`src/bp_cfg_pkg.sv`:
```
package bp_cfg_pkg;

  // Fetch and branch target address width.
  localparam int unsigned XLEN = 32;

  // Default BTB index width for a 64-entry table.
  localparam int unsigned BTB_INDEX_W_DEF = 6;

  // Default BHT index width for a 128-counter table.
  localparam int unsigned BHT_INDEX_W_DEF = 7;

endpackage

```
`src/bp_types_pkg.sv`:
```
package bp_types_pkg;

  import bp_cfg_pkg::*;

  // Control-flow class of an instruction.
  typedef enum logic [2:0] {
    BR_NONE = 3'd0,
    BR_COND = 3'd1,
    BR_JUMP = 3'd2,
    BR_CALL = 3'd3,
    BR_RET  = 3'd4
  } branch_type_e;

  typedef struct packed {
    logic [XLEN-1:0] pc;
  } bp_req_t;

  // Committed control-flow instruction from the commit stage.
  typedef struct packed {
    logic [XLEN-1:0] pc;
    logic [XLEN-1:0] npc;
    branch_type_e    branch_type;
    logic            partial;
    logic            taken;
  } bp_train_t;

  typedef struct packed {
    logic            hit;
    branch_type_e    branch_type;
    logic            partial;
    logic [XLEN-1:0] target;
  } btb_lookup_t;

  typedef struct packed {
    logic [XLEN-1:0] pc_next;
    logic            taken;
    branch_type_e    branch_type;
    logic            partial;
  } bp_pred_t;

endpackage

```
`src/branch_target_buffer.sv`:
```
`timescale 1ns/10ps

module branch_target_buffer #(
  parameter int unsigned BtbIndexWidth = bp_cfg_pkg::BTB_INDEX_W_DEF
) (
  input  logic                        clk_i,
  input  logic                        rst_ni,
  input  logic                        train_valid_i,
  input  bp_types_pkg::bp_train_t     train_i,
  input  logic                        lookup_en_i,
  input  logic [bp_cfg_pkg::XLEN-1:0] lookup_pc_i,
  output bp_types_pkg::btb_lookup_t   lookup_o
);

  import bp_cfg_pkg::*;
  import bp_types_pkg::*;

  localparam int unsigned Entries  = 2 ** BtbIndexWidth;
  localparam int unsigned TagWidth = XLEN - BtbIndexWidth - 2;

  // Target bit 0 is always zero, so it is not stored.
  typedef struct packed {
    logic [TagWidth-1:0] tag;
    logic                partial;
    logic [XLEN-1:1]     target;
    branch_type_e        branch_type;
  } btb_entry_t;

  btb_entry_t         mem_q [Entries];
  logic [Entries-1:0] valid_q;

  logic [BtbIndexWidth-1:0] train_idx;
  logic [TagWidth-1:0]      train_tag;
  logic                     train_we;
  logic [BtbIndexWidth-1:0] lookup_idx;
  logic [TagWidth-1:0]      lookup_tag;

  btb_entry_t          entry_q;
  logic [TagWidth-1:0] tag_q;
  logic                entry_valid_q;

  assign train_idx  = train_i.pc[2 +: BtbIndexWidth];
  assign train_tag  = train_i.pc[2 + BtbIndexWidth +: TagWidth];
  assign train_we   = train_valid_i && train_i.taken;
  assign lookup_idx = lookup_pc_i[2 +: BtbIndexWidth];
  assign lookup_tag = lookup_pc_i[2 + BtbIndexWidth +: TagWidth];

  always_ff @(posedge clk_i) begin
    if (train_we) begin
      mem_q[train_idx] <= '{
        tag:         train_tag,
        partial:     train_i.partial,
        target:      train_i.npc[XLEN-1:1],
        branch_type: train_i.branch_type
      };
    end
  end

  always_ff @(posedge clk_i or negedge rst_ni) begin
    if (!rst_ni) begin
      valid_q <= '0;
    end else if (train_we) begin
      valid_q[train_idx] <= 1'b1;
    end
  end

  // A lookup on the same edge as a training write reads the old entry.
  always_ff @(posedge clk_i or negedge rst_ni) begin
    if (!rst_ni) begin
      entry_valid_q <= 1'b0;
    end else if (lookup_en_i) begin
      entry_valid_q <= valid_q[lookup_idx];
    end
  end

  always_ff @(posedge clk_i) begin
    if (lookup_en_i) begin
      entry_q <= mem_q[lookup_idx];
      tag_q   <= lookup_tag;
    end
  end

  always_comb begin
    lookup_o.hit         = entry_valid_q && (entry_q.tag == tag_q);
    lookup_o.branch_type = entry_q.branch_type;
    lookup_o.partial     = entry_q.partial;
    lookup_o.target      = {entry_q.target, 1'b0};
  end

endmodule

```
`src/branch_history_table.sv`:
```
`timescale 1ns/10ps

module branch_history_table #(
  parameter int unsigned BhtIndexWidth = bp_cfg_pkg::BHT_INDEX_W_DEF
) (
  input  logic                        clk_i,
  input  logic                        rst_ni,
  input  logic                        train_valid_i,
  input  bp_types_pkg::bp_train_t     train_i,
  input  logic                        lookup_en_i,
  input  logic [bp_cfg_pkg::XLEN-1:0] lookup_pc_i,
  output logic [1:0]                  counter_o
);

  import bp_types_pkg::*;

  localparam int unsigned Entries = 2 ** BhtIndexWidth;

  // Weakly not taken.
  localparam logic [1:0] CntInit = 2'b01;

  logic [1:0] cnt_q [Entries];
  logic [1:0] counter_q;

  logic [BhtIndexWidth-1:0] train_idx;
  logic [BhtIndexWidth-1:0] lookup_idx;
  logic                     train_upd;
  logic [1:0]               cnt_cur;
  logic [1:0]               cnt_next;

  assign train_idx  = train_i.pc[2 +: BhtIndexWidth];
  assign lookup_idx = lookup_pc_i[2 +: BhtIndexWidth];
  assign train_upd  = train_valid_i && (train_i.branch_type == BR_COND);
  assign cnt_cur    = cnt_q[train_idx];

  // Saturating step toward the committed outcome.
  always_comb begin
    cnt_next = cnt_cur;
    if (train_i.taken) begin
      if (cnt_cur != 2'b11) cnt_next = cnt_cur + 2'b01;
    end else begin
      if (cnt_cur != 2'b00) cnt_next = cnt_cur - 2'b01;
    end
  end

  always_ff @(posedge clk_i or negedge rst_ni) begin
    if (!rst_ni) begin
      for (int i = 0; i < Entries; i++) begin
        cnt_q[i] <= CntInit;
      end
    end else if (train_upd) begin
      cnt_q[train_idx] <= cnt_next;
    end
  end

  always_ff @(posedge clk_i or negedge rst_ni) begin
    if (!rst_ni) begin
      counter_q <= CntInit;
    end else if (lookup_en_i) begin
      counter_q <= cnt_q[lookup_idx];
    end
  end

  assign counter_o = counter_q;

endmodule

```
`src/next_pc_select.sv`:
```
`timescale 1ns/10ps

module next_pc_select (
  input  logic                        clk_i,
  input  logic                        rst_ni,
  input  logic                        req_valid_i,
  input  bp_types_pkg::bp_req_t       req_i,
  input  logic                        resp_ready_i,
  input  bp_types_pkg::btb_lookup_t   btb_i,
  input  logic [1:0]                  counter_i,
  output logic                        req_ready_o,
  output logic                        lookup_en_o,
  output logic [bp_cfg_pkg::XLEN-1:0] lookup_pc_o,
  output logic                        resp_valid_o,
  output bp_types_pkg::bp_pred_t      resp_o
);

  import bp_cfg_pkg::*;
  import bp_types_pkg::*;

  logic            resp_valid_q;
  logic [XLEN-1:0] pc_q;
  logic            req_fire;
  logic            pred_taken;

  // A held response that is leaving frees the slot in the same cycle.
  assign req_ready_o = !resp_valid_q || resp_ready_i;
  assign req_fire    = req_valid_i && req_ready_o;
  assign lookup_en_o = req_fire;
  assign lookup_pc_o = req_i.pc;

  always_ff @(posedge clk_i or negedge rst_ni) begin
    if (!rst_ni) begin
      resp_valid_q <= 1'b0;
    end else if (req_fire) begin
      resp_valid_q <= 1'b1;
    end else if (resp_ready_i) begin
      resp_valid_q <= 1'b0;
    end
  end

  always_ff @(posedge clk_i) begin
    if (req_fire) begin
      pc_q <= req_i.pc;
    end
  end

  // Unconditional types are always taken on a hit. Branches need a counter of 2 or 3.
  assign pred_taken = btb_i.hit && ((btb_i.branch_type != BR_COND) || counter_i[1]);

  always_comb begin
    resp_o.taken       = pred_taken;
    resp_o.pc_next     = pred_taken ? btb_i.target : pc_q + XLEN'(4);
    resp_o.branch_type = btb_i.hit ? btb_i.branch_type : BR_NONE;
    resp_o.partial     = btb_i.hit && btb_i.partial;
  end

  assign resp_valid_o = resp_valid_q;

endmodule

```
`src/branch_predictor.sv`:
```
`timescale 1ns/10ps

module branch_predictor #(
  parameter int unsigned BtbIndexWidth = bp_cfg_pkg::BTB_INDEX_W_DEF,
  parameter int unsigned BhtIndexWidth = bp_cfg_pkg::BHT_INDEX_W_DEF
) (
  input  logic                    clk_i,
  input  logic                    rst_ni,

  input  logic                    req_valid_i,
  output logic                    req_ready_o,
  input  bp_types_pkg::bp_req_t   req_i,

  output logic                    resp_valid_o,
  input  logic                    resp_ready_i,
  output bp_types_pkg::bp_pred_t  resp_o,

  input  logic                    train_valid_i,
  input  bp_types_pkg::bp_train_t train_i
);

  import bp_cfg_pkg::*;
  import bp_types_pkg::*;

  logic            lookup_en;
  logic [XLEN-1:0] lookup_pc;
  btb_lookup_t     btb_lookup;
  logic [1:0]      bht_counter;

  branch_target_buffer #(
    .BtbIndexWidth (BtbIndexWidth)
  ) u_btb (
    .clk_i         (clk_i),
    .rst_ni        (rst_ni),
    .train_valid_i (train_valid_i),
    .train_i       (train_i),
    .lookup_en_i   (lookup_en),
    .lookup_pc_i   (lookup_pc),
    .lookup_o      (btb_lookup)
  );

  branch_history_table #(
    .BhtIndexWidth (BhtIndexWidth)
  ) u_bht (
    .clk_i         (clk_i),
    .rst_ni        (rst_ni),
    .train_valid_i (train_valid_i),
    .train_i       (train_i),
    .lookup_en_i   (lookup_en),
    .lookup_pc_i   (lookup_pc),
    .counter_o     (bht_counter)
  );

  next_pc_select u_sel (
    .clk_i        (clk_i),
    .rst_ni       (rst_ni),
    .req_valid_i  (req_valid_i),
    .req_i        (req_i),
    .resp_ready_i (resp_ready_i),
    .btb_i        (btb_lookup),
    .counter_i    (bht_counter),
    .req_ready_o  (req_ready_o),
    .lookup_en_o  (lookup_en),
    .lookup_pc_o  (lookup_pc),
    .resp_valid_o (resp_valid_o),
    .resp_o       (resp_o)
  );

endmodule

```
`config.mk`:
```
export PLATFORM = sky130hd
export DESIGN_NAME = branch_predictor
export DESIGN_NICKNAME = d
export VERILOG_FILES = /design/src/bp_cfg_pkg.sv /design/src/bp_types_pkg.sv /design/src/branch_target_buffer.sv /design/src/branch_history_table.sv /design/src/next_pc_select.sv /design/src/branch_predictor.sv
export SDC_FILE = /design/constraint.sdc
export NUM_CORES = 2
export LEC_CHECK = 0
export ABC_CLOCK_PERIOD_IN_PS = 3300
export BUFFER_PORTS_ARGS = -buffer_cell sky130_fd_sc_hd__buf_2
export CAP_MARGIN = 40
export CORE_MARGIN = 2
export CORE_UTILIZATION = 40
export DETAILED_ROUTE_END_ITERATION = 16
export PLACE_DENSITY = 0.57
export SLEW_MARGIN = 20
export SYNTH_ARGS = -nofsm -noshare
export SYNTH_HDL_FRONTEND = slang
export SYNTH_SLANG_ARGS = --single-unit
```
`constraint.sdc`:
```
create_clock -name clk_i -period 3.3 [get_ports clk_i]
set_clock_uncertainty 0.1 [all_clocks]
set_input_delay 0.825 -clock clk_i [delete_from_list [all_inputs] [get_ports clk_i]]
set_output_delay 0.825 -clock clk_i [all_outputs]
set_load 0.02 [all_outputs]
```
# == Word-level counts from Yosys, hierarchy flattened ==
# Memory sizes are Yosys's and may differ from the RTL's. A register that Yosys moved wholly into a read port is not among the register bits.
# Index checks and enable logic that the tools add are counted.
# W data, S select, Z words.
# classes
n_reduce_logical,13
eq_ne,4
bitwise_logic,3
add_sub_neg,3
mux,22
order_cmp,6
# ops
operator,count
$bwmux W256,1
$or A64 B64 Y64,1
$add A32 B3 Y32 const B,1
$mux W32,1
$bmux W2 S7,2
$eq A24 B24 Y1,1
$ge A8 B8 Y1 const B,2
$mux W2,8
$not A7 Y8,2
$demux W2 S7,1
$lt A6 B7 Y1 const B,2
$logic_and A1 B1 Y1,8
$lt A8 B1 Y1 const B,1
$bmux W1 S6,1
$demux W1 S6,1
$ge A6 B1 Y1 const B,1
$mux W1,6
$reduce_bool A2 Y1,2
$eq A3 B1 Y1 const B,1
$mux W3,1
$ne A3 B1 Y1 const B,1
$add A2 B1 Y2 const B,1
$logic_or A1 B1 Y1,2
$ne A2 B2 Y1 const B,1
2 further kinds,2
# totals
inputBits,106
register_bits,380
n_memories,1
out_inout_bits,39
ram_bits,3776
# mem_list
name,depth,width,read_ports,rd_clocked_by_memory_dff,wr,line,rtl
u_btb.mem_q,64,59,1,1,1,branch_target_buffer.sv:29,btb_entry_t mem_q [Entries];

# == Depth between registers and ports, before layout ==
# depth
word_depth,8
mapped_depth,14
mapped_depth_nobuf,8

# == By module ==
# From an unflattened synthesis, not the netlist that was laid out.
# hier_totals
hier_cells,7548
area_unflattened_um2,165701.4
# by_module_without_submodules
module,cells_each,seq_area_each_um2,instances,area_each_um2
branch_target_buffer,5900,117507.7,1,148501.2
branch_history_table,1401,6617.6,1,14900.5
next_pc_select,247,985.9,1,2299.7

# == Worst setup path before layout ==
# OpenSTA, ideal clock, no wires.
# synth_path
kind,input port to flip-flop
start,in train_i[0] (netlist name)
end,reg u_btb.valid_q[52]
cell_stages,6
required_ps,3110
setup_ps,90
n_path_buf,2
arrival_time_ps,6430
path_slack_ps,-3320
cell_sequence,clkbuf_1 > and2_1 > clkbuf_1 > nand3_1 > nor3_1 > or2_2
# synth_via
elab_chain_cells,1
# synth_rtl
item,line,rtl
start: declaration,branch_predictor.sv:19,input bp_types_pkg::bp_train_t train_i
$logic_and A1 B1 Y1,branch_target_buffer.sv:44,assign train_we = train_valid_i && train_i.taken;
end signal: assignment,branch_target_buffer.sv:61,valid_q <= '0;
end signal: indexed assignment,branch_target_buffer.sv:63,valid_q[train_idx] <= 1'b1;
end: declaration,branch_target_buffer.sv:30,logic [Entries-1:0] valid_q;
# Every way passes these cells.
# A chain may end at the register's enable or synchronous reset.

==> metrics.txt <==
HP Class in -> reg; Netlist cell types 70; routability cong. 0.846; crit path DAT 3.71 ns; critical path fanouts, max 6; clk_lat worst skew 1.02 ns; vias per inst 5.93; sequential area share after synthesis 0.754; asr flop ratio synth 0.0771; Worst Setup End Kind primary output; #FFs+latches synth 4190; Simple-Gate Fraction of Synth Area 0.0240; synth warn 0; TritonRoute pass-1 iters 5; max-slew violation count 0; post-synthesis to final-layout area growth 22.7%; status finished with violations; DR vias 86900; RSZ-0062 raised after global routing true; post-synthesis mux area share 0.184; Fill cells 32500; Avg Cell Area, Syn ~22 um2; DR WL/cell 34.1 um; Final Power approximately 110 mW; most frequent CP cell buf_4; Reg clk slew, reported paths approximately 0.060 ns; Root Driver clkbuf_16; Post-DRT Antenna Nets 0; final setup violation count 37; pin count of the biggest net entering global routing 204; Die Y between 600 and 700 um; number of global-route vias before repair 88600; worst path required time 2.37 ns; initial antenna violation count 36; CTS buffer count 431; final worst slack -1.34 ns; Yosys top cell by area edfxtp_1; Mapped Area 165000 um2; Initial Utilization 0.402; Pleak approximately 66 nW; Adder-Cell Fraction of Synth Area 0.0000758; failing checks setup timing; Sum Neg Setup Slack -46.05 ns; cell area after layout 202000 um2; top-area cell type share of the netlist area 0.704; post-synthesis xor/xnor area fraction 0.00276; Post-synth EDFFs roughly 3900; grt ovf 0; Tot GR Track Use 0.238; # Max-Cap Violations 0; syn_nets 7611; DIE WIDTH 646 um; Slew Limit Headroom 0.317; predominant post-synthesis flop cell edfxtp_1; input/output buffers roughly 140; CTS tree done; final wirelength 500 mm; Startpoint Class flop; CP max stage cell edfxtp_1; pwr dens 566 nW/um2; Core Footprint approximately 410000 um2; CP Cell Sequence xor2_1, nor4_2, buf_4, nand3_4, nor4_4, buf_4, o41ai_4, buf_12, buf_16, mux2_4, buf_6; num rows 235; crit path kind reg -> out; Worst Tran Pin Value 1.02 ns; die footprint roughly 420000 um2; clock sink count 4190; fin crit share 1.41; Post-DP Area 187000 um2; largest family of logic cells by synthesized area multiplexers; initial DRC count 10800; maximum VDD drop 0.500 mV; compound-gate portion of the synthesized area 0.0227; Max Root-Sink Buffers 4; ranking of synthesized cells by area edfxtp_1 70%, mux4_2 18%, dfrtp_1 3.0%; crit path time final between 4 and 5 ns; DRC viols 0; first-pass GRT wire length approximately 700 mm; layout cells sized above 1 0.404; Max Fclk roughly 220 MHz; Final HPWL DP roughly 320 mm; htree depth 5; Fin. Hold Viols 0; Critical Path Max Stage Delay 0.53 ns; IO Count 145; Mapped Cells about 7500; Nets 8944
## metrics by stage
| step | std cells | worst slack (ns) | util | hold slack (ns) |
|---|---|---|---|---|
| 6_report | 14700 | -1.34 | 0.494 | 0.0718 |
| 5_1_grt | 14600 | -1.44 | 0.494 | 0.0341 |
| 4_1_cts | 14600 | -1.48 | 0.493 | 0.0276 |
| 3_5_place_dp | 13800 | -0.672 | 0.456 | 0.348 |
| 3_3_place_gp | 13800 | -0.937 | 0.454 | 0.345 |
| 2_1_floorplan | 7504 | -0.289 | - | 0.334 |
## flip-flops by register name, indices dropped and copies added, names as in the netlist
name	flops
u_bht.counter_o	1
u_btb.lookup_o	35
u_bht.cnt_q	256
u_btb.entry_valid_q	1
u_btb.valid_q	64
u_btb.entry_q	24
u_sel.resp_valid_o	1
u_btb.tag_q	23
u_btb.mem_q	3776
u_sel.pc_q	9
## cell families (layout without fill, tap and decap cells)
kind of cell	count (synthesis)	after routing
and+or+nand+nor	867	867
AOI/OAI and AO/OA	527	527
muxes	1378	1378
xor gates and xnor gates	52	52
buffers and inverters	489	2180
other	0	9
adders and majority gates	1	1
DFF	4190	4190
## final timing paths
check	depth (start not counted)	startpoint	slack, ns	to
worst max-delay path	11	u_btb.entry_q[53]	-1.34	resp_o[8]
worst min-delay path	1	req_i[9]	0.07	u_btb.tag_q[1]
min in group asynchronous	2	rst_ni	0.32	u_bht.cnt_q[103]
worst min register to register	1	u_btb.valid_q[10]	0.36	u_btb.valid_q[10]
max in group asynchronous	4	rst_ni	1.84	u_btb.valid_q[28]
worst max register to register	8	u_bht.cnt_q[233]	0.08	u_bht.cnt_q[195]
## critical path: cells and delay by family, from the launching register on
kind | cells | cell delay (ns)
and+or+nand+nor | 3 | 0.65
AOI/OAI and AO/OA | 1 | 0.10
muxes | 1 | 0.32
xor gates and xnor gates | 1 | 0.22
DFF | 1 | 0.53
buffers and inverters | 5 | 0.87
## timing repair
action,4_1_cts,5_1_grt
endpoints found under the hold margin,58,0
cloned,9,0
pin swaps,10,5
hold buffers,28,0
resized for setup,160,5
setup endpoints to repair,37,37
buffers inserted,13,2
## layout make-up
cell class / count / area [um2] / share of cell area
Inverter: 11 / 47.5 / 0.000235
Sequential cell: 4190 / 124000 / 0.614
Multi-Input combinational cell: 2825 / 39600 / 0.196
Timing Repair Buffer: 1378 / 17500 / 0.0865
Tap cell: 5451 / 6820 / 0.0337
Antenna cell: 9 / 22.5 / 0.000111
Clock buffer: 511 / 11300 / 0.0557
Clock inverter: 280 / 2820 / 0.0139
## power breakdown
group	leakage [nW]	switching, mW	internal, mW
logic	19.8	3.85	3.07
clock network	6.89	20.9	28.1
registers	38.8	0.252	58.5
## synthesized netlist by cell type (all sizes together) (6+ instances only)
cell,instances
nand3,33
nand2,311
a22oi,13
xor2,28
edfxtp,3867
nor3,265
a211oi,131
a31oi,6
nand2b,12
nand4,6
o31ai,129
or2,67
and2,8
mux4,1324
a21oi,168
xnor2,24
and3,7
dfrtp,195
mux2,33
nor2b,9
mux2i,21
inv,9
a221oi,16
o21ai,16
buf,193
nor2,133
clkbuf,285
dfstp,128
## cells in the final DEF (no fill, tap or decap), drive strengths merged, types with 133 or more instances in the layout
cell type and instances:
clkinv 203, edfxtp 3867, nor3 265, mux4 1324
dfrtp 195, nor2 133, clkbuf 511, buf 1349
nand2 311, a21oi 168
## layer usage
layer / global-route usage / share of wire / vias to the layer above
met3: 0.0393 / 0.074 / 712
met5: 0 / 0.00014 / -
met2: 0.395 / 0.49 / 3879
met4: 0.0702 / 0.033 / 10
met1: 0.324 / 0.40 / 47600
li1: - / - / 34600
(Power assumes the default switching activity.)
